[config.mk]
export PLATFORM = sky130hd
export DESIGN_NAME = sddr_ctrl
export DESIGN_NICKNAME = d
export VERILOG_FILES = /design/src/common/sddr_pkg.sv /design/src/logic/read_capture.sv /design/src/logic/refresh_timer.sv /design/src/logic/request_latch.sv /design/src/logic/sddr_ctrl.sv /design/src/logic/write_serializer.sv /design/src/sequencer/bank_sequencer.sv
export SDC_FILE = /design/constraint.sdc
export NUM_CORES = 1
export LEC_CHECK = 0
export BUFFER_PORTS_ARGS = -buffer_cell sky130_fd_sc_hd__buf_2
export CAP_MARGIN = 20
export CORE_ASPECT_RATIO = 0.7
export CORE_MARGIN = 1
export CORE_UTILIZATION = 50
export CTS_CLUSTER_DIAMETER = 40
export CTS_CLUSTER_SIZE = 8
export DETAILED_ROUTE_END_ITERATION = 10
export PLACE_DENSITY = 0.77
export SYNTH_ARGS = -nofsm -noshare
export SYNTH_HDL_FRONTEND = slang
export SYNTH_HIERARCHICAL = 1
export SYNTH_SLANG_ARGS = --single-unit
[constraint.sdc]
create_clock -name ddr_clock_i -period 15.6 [get_ports ddr_clock_i]
set_clock_uncertainty 0.2 [all_clocks]
set_input_delay 3.12 -clock ddr_clock_i [delete_from_list [all_inputs] [get_ports ddr_clock_i]]
set_output_delay 3.12 -clock ddr_clock_i [all_outputs]
set_load 0.05 [all_outputs]
[src/common/sddr_pkg.sv]
package sddr_pkg;

    // Address field widths
    localparam int BANK_BITS = 3;
    localparam int ROW_BITS  = 14;
    localparam int COL_BITS  = 10;

    // Data path
    localparam int DATA_BITS = 16;
    localparam int BURST_LEN = 8;

    localparam int BYTE_BITS  = $clog2(DATA_BITS / 8);  // Byte offset inside a word
    localparam int HALF_BURST = BURST_LEN / 2;          // Lane pairs per burst

    typedef logic [BANK_BITS-1:0] bank_t;
    typedef logic [ROW_BITS-1:0]  row_t;
    typedef logic [COL_BITS-1:0]  col_t;

    // Byte address as bank, row, col, byte offset from the top down
    typedef logic [BANK_BITS+ROW_BITS+COL_BITS+BYTE_BITS-1:0] host_addr_t;

    typedef logic [ROW_BITS-1:0] pin_addr_t;   // A[13:0]

    typedef logic [DATA_BITS-1:0] word_t;

    // Word 0 sits in the low bits
    typedef logic [BURST_LEN*DATA_BITS-1:0] burst_t;

    typedef logic [16:0] timer_t;

    // CS, RAS, CAS, WE
    typedef enum logic [3:0] {
        NOP      = 4'b0111,
        ACTIVATE = 4'b0011,
        READ     = 4'b0101,
        WRITE    = 4'b0100,
        REFRESH  = 4'b0001
    } dram_cmd_e;

    typedef struct packed {
        host_addr_t addr;
        logic       write;
        burst_t     data;   // Ignored on reads
    } host_req_t;

    // Everything on the DRAM command side of the PHY
    typedef struct packed {
        logic      cke;
        dram_cmd_e cmd;
        bank_t     bank;
        pin_addr_t addr;
        logic      odt;
    } dram_bus_t;

    typedef struct packed {
        word_t lane0;   // Even words
        word_t lane1;   // Odd words
    } lane_pair_t;

endpackage

[src/logic/read_capture.sv]
`timescale 1ns/1ps

module read_capture (
    input  logic             ddr_clock_i,
    input  logic             arst_n_i,
    input  logic             rd_done_i,
    input  sddr_pkg::burst_t read_burst_i,
    output logic             data_rsp_ready_o,
    output sddr_pkg::burst_t data_rsp_data_o
);

    // Response lags rd_done by one clock
    always_ff @(posedge ddr_clock_i or negedge arst_n_i) begin
        if (!arst_n_i) begin
            data_rsp_ready_o <= 1'b0;
        end else begin
            data_rsp_ready_o <= rd_done_i;
        end
    end

    // Last burst stays until the next read
    always_ff @(posedge ddr_clock_i) begin
        if (rd_done_i) begin
            data_rsp_data_o <= read_burst_i;
        end
    end

endmodule

[src/logic/refresh_timer.sv]
`timescale 1ns/1ps

module refresh_timer #(
    parameter int T_REFI = 3120
) (
    input  logic ddr_clock_i,
    input  logic arst_n_i,
    input  logic refresh_issued_i,
    output logic refresh_due_o
);
    import sddr_pkg::*;

    timer_t interval_cnt;

    always_ff @(posedge ddr_clock_i or negedge arst_n_i) begin
        if (!arst_n_i) begin
            interval_cnt  <= timer_t'(T_REFI);
            refresh_due_o <= 1'b0;
        end else if (refresh_issued_i) begin
            interval_cnt  <= timer_t'(T_REFI);   // Next interval counts from the REFRESH
            refresh_due_o <= 1'b0;
        end else if (interval_cnt != '0) begin
            interval_cnt  <= interval_cnt - 1'b1;
            refresh_due_o <= (interval_cnt == timer_t'(1));
        end
    end

    // A REFRESH is only sent in answer to a due flag
    assert property (@(posedge ddr_clock_i) disable iff (!arst_n_i)
        refresh_issued_i |-> refresh_due_o);

endmodule

[src/logic/request_latch.sv]
`timescale 1ns/1ps

module request_latch (
    input  logic                ddr_clock_i,
    input  logic                arst_n_i,

    input  logic                data_cmd_valid_i,
    input  sddr_pkg::host_req_t data_cmd_i,
    output logic                data_cmd_ack_o,

    input  logic                req_release_i,
    output logic                req_pending_o,
    output sddr_pkg::host_req_t req_o
);

    logic accept;

    assign data_cmd_ack_o = !req_pending_o;   // Ready only while empty
    assign accept         = data_cmd_valid_i && data_cmd_ack_o;

    always_ff @(posedge ddr_clock_i or negedge arst_n_i) begin
        if (!arst_n_i) begin
            req_pending_o <= 1'b0;
        end else if (accept) begin
            req_pending_o <= 1'b1;
        end else if (req_release_i) begin
            req_pending_o <= 1'b0;
        end
    end

    // Held stable until the sequencer lets go
    always_ff @(posedge ddr_clock_i) begin
        if (accept) begin
            req_o <= data_cmd_i;
        end
    end

    // Sequencer must only release what it was given
    assert property (@(posedge ddr_clock_i) disable iff (!arst_n_i)
        req_release_i |-> req_pending_o);

endmodule

[src/logic/sddr_ctrl.sv]
`timescale 1ns/1ps

module sddr_ctrl #(
    parameter int T_RCD  = 6,
    parameter int T_RP   = 6,
    parameter int T_WR   = 6,
    parameter int T_RFC  = 64,
    parameter int T_REFI = 3120,
    parameter int T_CL   = 6,
    parameter int T_CWL  = 5
) (
    input  logic                 ddr_clock_i,
    input  logic                 arst_n_i,

    // Host side
    input  logic                 data_cmd_valid_i,
    input  sddr_pkg::host_req_t  data_cmd_i,
    output logic                 data_cmd_ack_o,
    output logic                 data_rsp_ready_o,
    output sddr_pkg::burst_t     data_rsp_data_o,

    // PHY side
    output sddr_pkg::dram_bus_t  dram_o,
    output sddr_pkg::lane_pair_t dq_pair_o,
    input  sddr_pkg::burst_t     read_burst_i,
    output logic                 data_write_o,
    output logic                 data_transfer_o
);
    import sddr_pkg::*;

    host_req_t req;
    logic      req_pending;
    logic      req_release;
    logic      refresh_due;
    logic      refresh_issued;
    logic      wr_start;
    logic      rd_done;

    request_latch u_request_latch (
        .ddr_clock_i      (ddr_clock_i),
        .arst_n_i         (arst_n_i),
        .data_cmd_valid_i (data_cmd_valid_i),
        .data_cmd_i       (data_cmd_i),
        .data_cmd_ack_o   (data_cmd_ack_o),
        .req_release_i    (req_release),
        .req_pending_o    (req_pending),
        .req_o            (req)
    );

    refresh_timer #(.T_REFI(T_REFI)) u_refresh_timer (
        .ddr_clock_i      (ddr_clock_i),
        .arst_n_i         (arst_n_i),
        .refresh_issued_i (refresh_issued),
        .refresh_due_o    (refresh_due)
    );

    bank_sequencer #(
        .T_RCD (T_RCD),
        .T_RP  (T_RP),
        .T_WR  (T_WR),
        .T_RFC (T_RFC),
        .T_CL  (T_CL),
        .T_CWL (T_CWL)
    ) u_bank_sequencer (
        .ddr_clock_i      (ddr_clock_i),
        .arst_n_i         (arst_n_i),
        .req_pending_i    (req_pending),
        .req_i            (req),
        .refresh_due_i    (refresh_due),
        .refresh_issued_o (refresh_issued),
        .req_release_o    (req_release),
        .wr_start_o       (wr_start),
        .rd_done_o        (rd_done),
        .dram_o           (dram_o),
        .data_write_o     (data_write_o),
        .data_transfer_o  (data_transfer_o)
    );

    write_serializer u_write_serializer (
        .ddr_clock_i (ddr_clock_i),
        .arst_n_i    (arst_n_i),
        .wr_start_i  (wr_start),
        .burst_i     (req.data),   // Still held by the latch
        .dq_pair_o   (dq_pair_o)
    );

    read_capture u_read_capture (
        .ddr_clock_i      (ddr_clock_i),
        .arst_n_i         (arst_n_i),
        .rd_done_i        (rd_done),
        .read_burst_i     (read_burst_i),
        .data_rsp_ready_o (data_rsp_ready_o),
        .data_rsp_data_o  (data_rsp_data_o)
    );

endmodule

[src/logic/write_serializer.sv]
`timescale 1ns/1ps

module write_serializer (
    input  logic                 ddr_clock_i,
    input  logic                 arst_n_i,
    input  logic                 wr_start_i,
    input  sddr_pkg::burst_t     burst_i,
    output sddr_pkg::lane_pair_t dq_pair_o
);
    import sddr_pkg::*;

    localparam int CNT_BITS = $clog2(HALF_BURST + 1);

    typedef logic [CNT_BITS-1:0] pair_cnt_t;

    word_t     even_q [HALF_BURST];
    word_t     odd_q  [HALF_BURST];
    pair_cnt_t pairs_left;

    always_ff @(posedge ddr_clock_i or negedge arst_n_i) begin
        if (!arst_n_i) begin
            pairs_left <= '0;
        end else if (wr_start_i) begin
            pairs_left <= pair_cnt_t'(HALF_BURST);
        end else if (pairs_left != '0) begin
            pairs_left <= pairs_left - 1'b1;
        end
    end

    // Even words feed lane 0, odd words lane 1
    always_ff @(posedge ddr_clock_i) begin
        if (wr_start_i) begin
            for (int i = 0; i < HALF_BURST; i++) begin
                even_q[i] <= burst_i[(2*i)*DATA_BITS +: DATA_BITS];
                odd_q[i]  <= burst_i[(2*i+1)*DATA_BITS +: DATA_BITS];
            end
        end else if (pairs_left != '0) begin
            for (int i = 0; i < HALF_BURST - 1; i++) begin
                even_q[i] <= even_q[i+1];
                odd_q[i]  <= odd_q[i+1];
            end
        end
    end

    assign dq_pair_o = '{lane0: even_q[0], lane1: odd_q[0]};

    // Writes are spaced well past the end of the previous burst
    assert property (@(posedge ddr_clock_i) disable iff (!arst_n_i)
        wr_start_i |-> pairs_left == '0);

endmodule

[src/sequencer/bank_sequencer.sv]
`timescale 1ns/1ps

module bank_sequencer #(
    parameter int T_RCD = 6,
    parameter int T_RP  = 6,
    parameter int T_WR  = 6,
    parameter int T_RFC = 64,
    parameter int T_CL  = 6,
    parameter int T_CWL = 5
) (
    input  logic                ddr_clock_i,
    input  logic                arst_n_i,

    input  logic                req_pending_i,
    input  sddr_pkg::host_req_t req_i,
    input  logic                refresh_due_i,
    output logic                refresh_issued_o,

    output logic                req_release_o,
    output logic                wr_start_o,
    output logic                rd_done_o,

    output sddr_pkg::dram_bus_t dram_o,
    output logic                data_write_o,
    output logic                data_transfer_o
);
    import sddr_pkg::*;

    typedef enum logic [2:0] {
        IDLE,
        ACTIVATE_ROW,
        ISSUE_OP,
        WRITE_WAIT,
        WRITE_BURST,
        READ_WAIT,
        RECOVER
    } state_e;

    state_e state;
    timer_t delay_cnt;
    logic   delay_zero;

    bank_t  req_bank;
    row_t   req_row;
    col_t   req_col;

    assign req_bank = req_i.addr[$bits(host_addr_t)-1 -: BANK_BITS];
    assign req_row  = req_i.addr[BYTE_BITS+COL_BITS +: ROW_BITS];
    assign req_col  = req_i.addr[BYTE_BITS +: COL_BITS];

    // A load of N lets the next step fire N+1 clocks later
    assign delay_zero = (delay_cnt == '0);

    always_ff @(posedge ddr_clock_i or negedge arst_n_i) begin
        if (!arst_n_i) begin
            state            <= IDLE;
            delay_cnt        <= '0;
            dram_o           <= '{cke: 1'b0, cmd: NOP, bank: '0, addr: '0, odt: 1'b0};
            refresh_issued_o <= 1'b0;
            req_release_o    <= 1'b0;
            wr_start_o       <= 1'b0;
            rd_done_o        <= 1'b0;
            data_write_o     <= 1'b0;
            data_transfer_o  <= 1'b0;
        end else begin
            dram_o.cke       <= 1'b1;
            dram_o.cmd       <= NOP;
            dram_o.bank      <= '0;
            dram_o.addr      <= '0;
            refresh_issued_o <= 1'b0;
            req_release_o    <= 1'b0;
            wr_start_o       <= 1'b0;
            rd_done_o        <= 1'b0;

            if (!delay_zero) begin
                delay_cnt <= delay_cnt - 1'b1;
            end

            // Pulses that lead the next step by one cycle
            if (delay_cnt == timer_t'(1)) begin
                if (state == WRITE_WAIT) wr_start_o <= 1'b1;     // Serializer loads here
                if (state == WRITE_BURST) req_release_o <= 1'b1; // Last data cycle
            end

            if (delay_zero) begin
                case (state)
                    IDLE: begin
                        if (refresh_due_i) begin
                            dram_o.cmd       <= REFRESH;
                            refresh_issued_o <= 1'b1;
                            delay_cnt        <= timer_t'(T_RFC - 1);
                        end else if (req_pending_i) begin
                            state <= ACTIVATE_ROW;
                        end
                    end
                    ACTIVATE_ROW: begin
                        dram_o.cmd  <= ACTIVATE;
                        dram_o.bank <= req_bank;
                        dram_o.addr <= pin_addr_t'(req_row);
                        state       <= ISSUE_OP;
                        delay_cnt   <= timer_t'(T_RCD - 1);
                    end
                    ISSUE_OP: begin
                        dram_o.bank     <= req_bank;
                        dram_o.addr     <= pin_addr_t'({1'b1, req_col}); // A10 auto-precharge
                        data_transfer_o <= 1'b1;
                        if (req_i.write) begin
                            dram_o.cmd <= WRITE;
                            dram_o.odt <= 1'b1;
                            state      <= WRITE_WAIT;
                            delay_cnt  <= timer_t'(T_CWL - 1);
                        end else begin
                            dram_o.cmd <= READ;
                            state      <= READ_WAIT;
                            delay_cnt  <= timer_t'(T_CL + HALF_BURST - 1);
                        end
                    end
                    WRITE_WAIT: begin
                        data_write_o <= 1'b1;
                        state        <= WRITE_BURST;
                        delay_cnt    <= timer_t'(HALF_BURST - 1);
                    end
                    WRITE_BURST: begin
                        data_write_o    <= 1'b0;
                        data_transfer_o <= 1'b0;
                        dram_o.odt      <= 1'b0;
                        state           <= RECOVER;
                        delay_cnt       <= timer_t'(T_WR + T_RP - 2);
                    end
                    READ_WAIT: begin
                        rd_done_o       <= 1'b1;
                        req_release_o   <= 1'b1;
                        data_transfer_o <= 1'b0;
                        state           <= RECOVER;
                        delay_cnt       <= timer_t'(T_RP - 1);
                    end
                    RECOVER: state <= IDLE;   // Auto-precharge done
                    default: state <= IDLE;
                endcase
            end
        end
    end

    // READ or WRITE lands T_RCD after the ACTIVATE of its bank
    assert property (@(posedge ddr_clock_i) disable iff (!arst_n_i)
        dram_o.cmd inside {READ, WRITE} |->
            $past(dram_o.cmd, T_RCD) == ACTIVATE &&
            $past(dram_o.bank, T_RCD) == dram_o.bank);

    // Column fits below A10 and is still the one held at ACTIVATE
    assert property (@(posedge ddr_clock_i) disable iff (!arst_n_i)
        dram_o.cmd inside {READ, WRITE} |->
            dram_o.addr[10] && dram_o.addr[ROW_BITS-1:11] == '0 &&
            dram_o.addr[COL_BITS-1:0] == $past(req_col, T_RCD + 1));

endmodule

Yosys cells after proc, flatten, opt, wreduce, memory -nomap -nowiden
Memories as Yosys holds them, arrays and structs flattened.
Index checks and enable logic that the tools add are counted.
{"block": "word_totals", "input_bits": 288, "word_cells": 109, "reg_bits": 357, "n_memories": 2, "ram_bits": 128}
{"name": "u_write_serializer.even_q", "depth": 4, "width": 16, "rd": 4, "rd_clocked_by_memory_dff": 0, "write_ports": 4, "line": "write_serializer.sv:16", "source": "word_t even_q [HALF_BURST];"}
{"name": "u_write_serializer.odd_q", "depth": 4, "width": 16, "rd": 4, "rd_clocked_by_memory_dff": 0, "write_ports": 4, "line": "write_serializer.sv:17", "source": "word_t odd_q [HALF_BURST];"}
{"block": "op_classes", "n_addsub": 3, "mux": 48, "reduce_logical": 18, "bitwise_logic": 6, "eq_ne": 10}
{"operator": "16-bit 2-to-1 mux", "count": 6}
{"operator": "17-bit 2-to-1 mux", "count": 5}
{"operator": "17-bit case mux with 5 select lines", "count": 1}
{"operator": "17-bit by 1-bit equality test with 1-bit output, second input constant", "count": 2}
{"operator": "17-bit case mux with 2 select lines", "count": 1}
{"operator": "17-bit by 1-bit subtractor with 17-bit output, second input constant", "count": 2}
{"operator": "1-bit 2-to-1 mux", "count": 22}
{"operator": "22-bit 2-to-1 mux", "count": 1}
{"operator": "3-bit 2-to-1 mux", "count": 6}
{"operator": "17-bit logical NOT", "count": 1}
{"operator": "17-bit nonzero test", "count": 1}
{"operator": "3-bit case mux with 5 select lines", "count": 1}
{"operator": "2-bit nonzero test", "count": 6}
{"operator": "3-bit case mux with 3 select lines", "count": 1}
{"operator": "3-bit by 2-bit equality test with 1-bit output, second input constant", "count": 2}
{"operator": "3-bit equality test, second input constant", "count": 2}
{"operator": "2-bit != test, second input constant", "count": 3}
{"operator": "1-bit bitwise OR", "count": 6}
{"operator": "1-bit case mux with 2 select lines", "count": 3}
{"operator": "3-bit AND reduction", "count": 2}
{"operator": "4-bit 2-to-1 mux", "count": 1}
{"operator": "2-bit AND reduction", "count": 2}
{"operator": "2-bit OR reduction", "count": 2}
{"operator": "3-bit by 1-bit equality test with 1-bit output, second input constant", "count": 1}
{"operator": "other kinds (5)", "count": 5}

Longest topological paths before layout
{"block": "logic_depth", "depth_word": 5, "mapped_depth": 7, "mapped_depth_nobuf": 6}

Modules after synthesis
The synthesis kept the hierarchy.
{"module": "write_serializer", "area_per_inst_um2": 5337.6, "instances": 1, "cells_per_inst": 251}
{"module": "request_latch", "area_per_inst_um2": 4759.6, "instances": 1, "cells_per_inst": 161}
{"module": "read_capture", "area_per_inst_um2": 3868.7, "instances": 1, "cells_per_inst": 129}
{"module": "bank_sequencer", "area_per_inst_um2": 2258.4, "instances": 1, "cells_per_inst": 218}
{"module": "refresh_timer", "area_per_inst_um2": 1037.2, "instances": 1, "cells_per_inst": 111}

Worst setup path after synthesis
Ideal clock, no wire load.
{"block": "synth_path", "path_type": "input-to-reg", "start": "input port data_cmd_valid_i", "end": "register u_request_latch/req_o[0] (netlist name) (enable)", "arrival_ns": 7.111, "setup_slack_ns": 7.737, "required_time_ns": 14.848, "setup_time_ns": 0.552, "path_stages": 1, "n_path_buf": 0, "cell_sequence": "nor2b_2"}
{"block": "synth_between", "elab_chain_len": 1}
{"item": "start, declared", "line": "sddr_ctrl.sv:16", "source": "input logic data_cmd_valid_i,"}
{"item": "1-bit logical AND", "line": "request_latch.sv:19", "source": "assign accept = data_cmd_valid_i && data_cmd_ack_o;"}
{"item": "end signal, assigned", "line": "request_latch.sv:34", "source": "req_o <= data_cmd_i;"}
{"item": "end, declared", "line": "request_latch.sv:13", "source": "output sddr_pkg::host_req_t req_o"}
Every way passes these cells.
A chain may end at the register's enable or synchronous reset.

Worst setup path in the final report
{"block": "layout_path", "start": "input port data_cmd_valid_i", "end": "register u_request_latch/req_o[56] (netlist name) (enable)"}
{"block": "layout_between", "elab_chain_len": 1}
{"item": "1-bit logical AND", "line": "request_latch.sv:19"}
{"item": "named net u_request_latch.accept", "line": "request_latch.sv:16", "source": "logic accept;"}
The timed path passes the listed nets, and every way through them passes these cells.

==> metrics list <==
* Max transition margin: 0.2409
- Net count reported at finish: 1685
- The share of total power dissipated in sequential elements is 0.459.
- The slowest stage of the critical path belongs to the cell buf_4.
- GRT Overall Usage: 0.2206
* Number of endpoints with negative hold slack in the final report: 0
- Setup Fix Bufs, Post-CTS: 0
* Final period demand of the worst path: 5728 ps
- For this run, the detailed router's first-pass iteration total came to 5.
* Final wirelength: 39710 µm
- The number of antenna violations at the first check in global routing came to 8.
* Endpoint class of the critical path: flip-flop
* Remaining antenna violation count after routing: 0
- In the synthesized netlist, the number of instances is 869.
- After global routing the overflow that remains totals 0.
- Result of the run: finished, final reports clean
- Total non-filler cell area in the finished layout: 22110 µm²
* Number of endpoints failing setup at the final stage: 0
- After the first detailed-routing iteration, the DRC count stood at 838.
* Skew-Pair Late Insertion Delay: 570 ps
- The internal portion of the total power is 2660 µW.
- Placed Instance Area: 20070 µm²
- In this design, the critical path's most frequently occurring cell is buf_4.
* Metal2 WL: 19990 µm
* Via count of the routed design: 9740
- For this run, design rule violations remaining after detail routing come to 0.
- After detailed routing, the number of vias per cell comes to 5.140.
- IR drop worst, VDD: 0.0001062 V
* Die Area: 35220 µm²
- Clock-pin slew reported for the worst setup and hold paths after clock tree synthesis: 50 ps
- Switch share: 0.2499
- Arrival @ worst endpoint: 5710 ps
- The die is 223.9 µm wide.
- Routed wl met3: 2888 µm
* Port Buf Inserts: 472
* Part of the power in combinational logic: 0.152
- Total nets after synthesis: 1163
* Number of buffer and inverter stages on the critical path: 3
- Area of the core: 33700 µm²
- The first global-routing pass estimated 57010 µm of wire.
- Of all nets on the critical path, the largest fanout is 67.
* Max clock buf depth: 3
- R2r setup slk: 12080 ps
- After detailed routing, the average wire length per cell comes to 20.95 µm.
- Worst min-delay path category: reg2reg
* Highest Clock Rate: 0.1746 GHz
- Largest delay share family, worst path: buffers and inverters
- Area growth syn-to-layout: 28.32%
- The clock net in this run drives a total of 483 sinks.
- The initialized floorplan defines 56 standard-cell rows.
- At the pin with the least slew margin, the transition time is 1139 ps.
- The max-slew violation count was 0.
* Static leakage power: 0.008890 µW
* Vias in the first global route: 9933
* Pin count of the biggest net entering global routing: 89
* Resized Gates After CTS: 0
* Cell Pwr Density: 160.4 nW/µm²
- The detailed router put a total of 16040 µm of wire on met1.
* Crit-path max cell delay: 810 ps
- Unrepaired setup endpoints after global routing: no
- Share of the clock period used by the worst path after layout: 0.3672
- The congestion estimate from routability-driven global placement came to 0.8063.
- Cells traversed along the worst timing path: buf_2 -> nor2b_4 -> buf_4 -> buf_4
* Total of hold buffers inserted after clock tree synthesis: 0
* Share of post-route cells with drive strength above 1: 0.4839
- The mapped netlist covers 17230 µm².
- In this run the mean area of a mapped cell was 19.83 µm².
* Setup crit start kind: input pin
* Vertical die dimension: 157.3 µm
- Clock root cell: clkbuf_16
- The initial utilization of the core area, before any placement, comes to 0.5113.
- TritonCTS built the clock tree.
- H-tree level count: 3
- Data on the critical path is required at its endpoint by 15580 ps.
* Power dissipated by switching net loads: 886.3 µW
- Across the run, the number of max-cap violations was 0.
- Pin placement for this block handled 475 I/O pins.
- During synthesis, Yosys emitted a total of 6 warnings.
* Inserted Clock Buffers: 71
- Once detailed placement completed, the half-perimeter wirelength came to 25980 µm.
- Summed negative setup slack over all endpoints: 0 ps
- Critical path type: in2reg
- Clock power frac: 0.389
- Signal routing reaches up to met5.
## cell usage in the layout (no fill, tap or decap), drive strengths merged, types with 11 or more instances in the layout
| cell type | count |
|---|---|
| clkbuf | 101 |
| nor2 | 40 |
| buf | 478 |
| inv | 19 |
| edfxtp | 412 |
| a22oi | 11 |
| nand2 | 22 |
| o21ai | 13 |
| dfrtp | 64 |
| nor3 | 12 |
| mux2 | 99 |
| a21oi | 18 |
## power by group through the flow
stage / Combinational (µW) / Clock (µW) / Sequential (µW)
5_1_grt: 572 / 1460 / 1640
3_3_place_gp: 530 / 0 / 1640
4_1_cts: 545 / 1410 / 1630
3_5_place_dp: 540 / 0 / 1650
2_1_floorplan: 256 / 0 / 1810
6_report: 539 / 1380 / 1630
## path summary, 6_finish.rpt
path	startpoint	end	depth (start not counted)
max	data_cmd_valid_i	u_request_latch/req_o[56]	4
min	u_request_latch/req_o[100]	u_write_serializer/even_q[3][4]	0
max reg2reg	u_request_latch/req_pending_o	u_request_latch/req_o[56]	3
min reg2reg	u_request_latch/req_o[100]	u_write_serializer/even_q[3][4]	0
max in group asynchronous	arst_n_i	u_bank_sequencer/rd_done_o	1
min in group asynchronous	arst_n_i	u_bank_sequencer/dram_o[4]	1
## stage by stage
stage | hold slack (ps) | power [µW] | instances | setup slack, ps | utilization
6_report | 199.4 | 3546 | 1895 | 9872 | 0.6561
5_1_grt | 217.2 | 3673 | 1895 | 9749 | 0.6561
4_1_cts | 208.3 | 3584 | 1890 | 9876 | 0.6557
3_5_place_dp | 204.5 | 2191 | 1782 | 9249 | 0.5955
3_3_place_gp | 200.9 | 2175 | 1782 | 9280 | 0.5955
2_1_floorplan | 195.1 | 2068 | 869 | 7763 | -
## routing by layer
metal | global-route usage | vias to the layer above
met5 | 0 | -
met4 | 0.08317 | 4
met3 | 0.06366 | 65
met2 | 0.3557 | 389
met1 | 0.2857 | 4871
li1 | - | 4411
## flip-flops by register name, summed over array words and instances (netlist names)
name                               flops
u_bank_sequencer/refresh_issued_o      1
u_write_serializer/odd_q              64
u_request_latch/req_pending_o          1
u_write_serializer/even_q             64
u_bank_sequencer/rd_done_o             1
u_bank_sequencer/state                 3
u_bank_sequencer/dram_o               22
u_bank_sequencer/data_transfer_o       1
u_bank_sequencer/data_write_o          1
u_bank_sequencer/req_release_o         1
u_refresh_timer/interval_cnt          17
u_bank_sequencer/delay_cnt            17
u_bank_sequencer/wr_start_o            1
u_read_capture/data_rsp_data_o       128
u_read_capture/data_rsp_ready_o        1
u_refresh_timer/refresh_due_o          1
u_write_serializer/pairs_left          3
u_request_latch/req_o                156
## layout make-up
cell class	count	area [µm²]
Inverter	17	63.81
Sequential cell	483	14160
Clock buffer	101	1931
Antenna cell	5	12.51
Multi-Input combinational cell	340	2853
Timing Repair Buffer	478	2410
Tap cell	464	580.6
Clock inverter	7	98.84
Fill cell	2273	11590
Note: power is estimated with default switching activity, not from simulation.
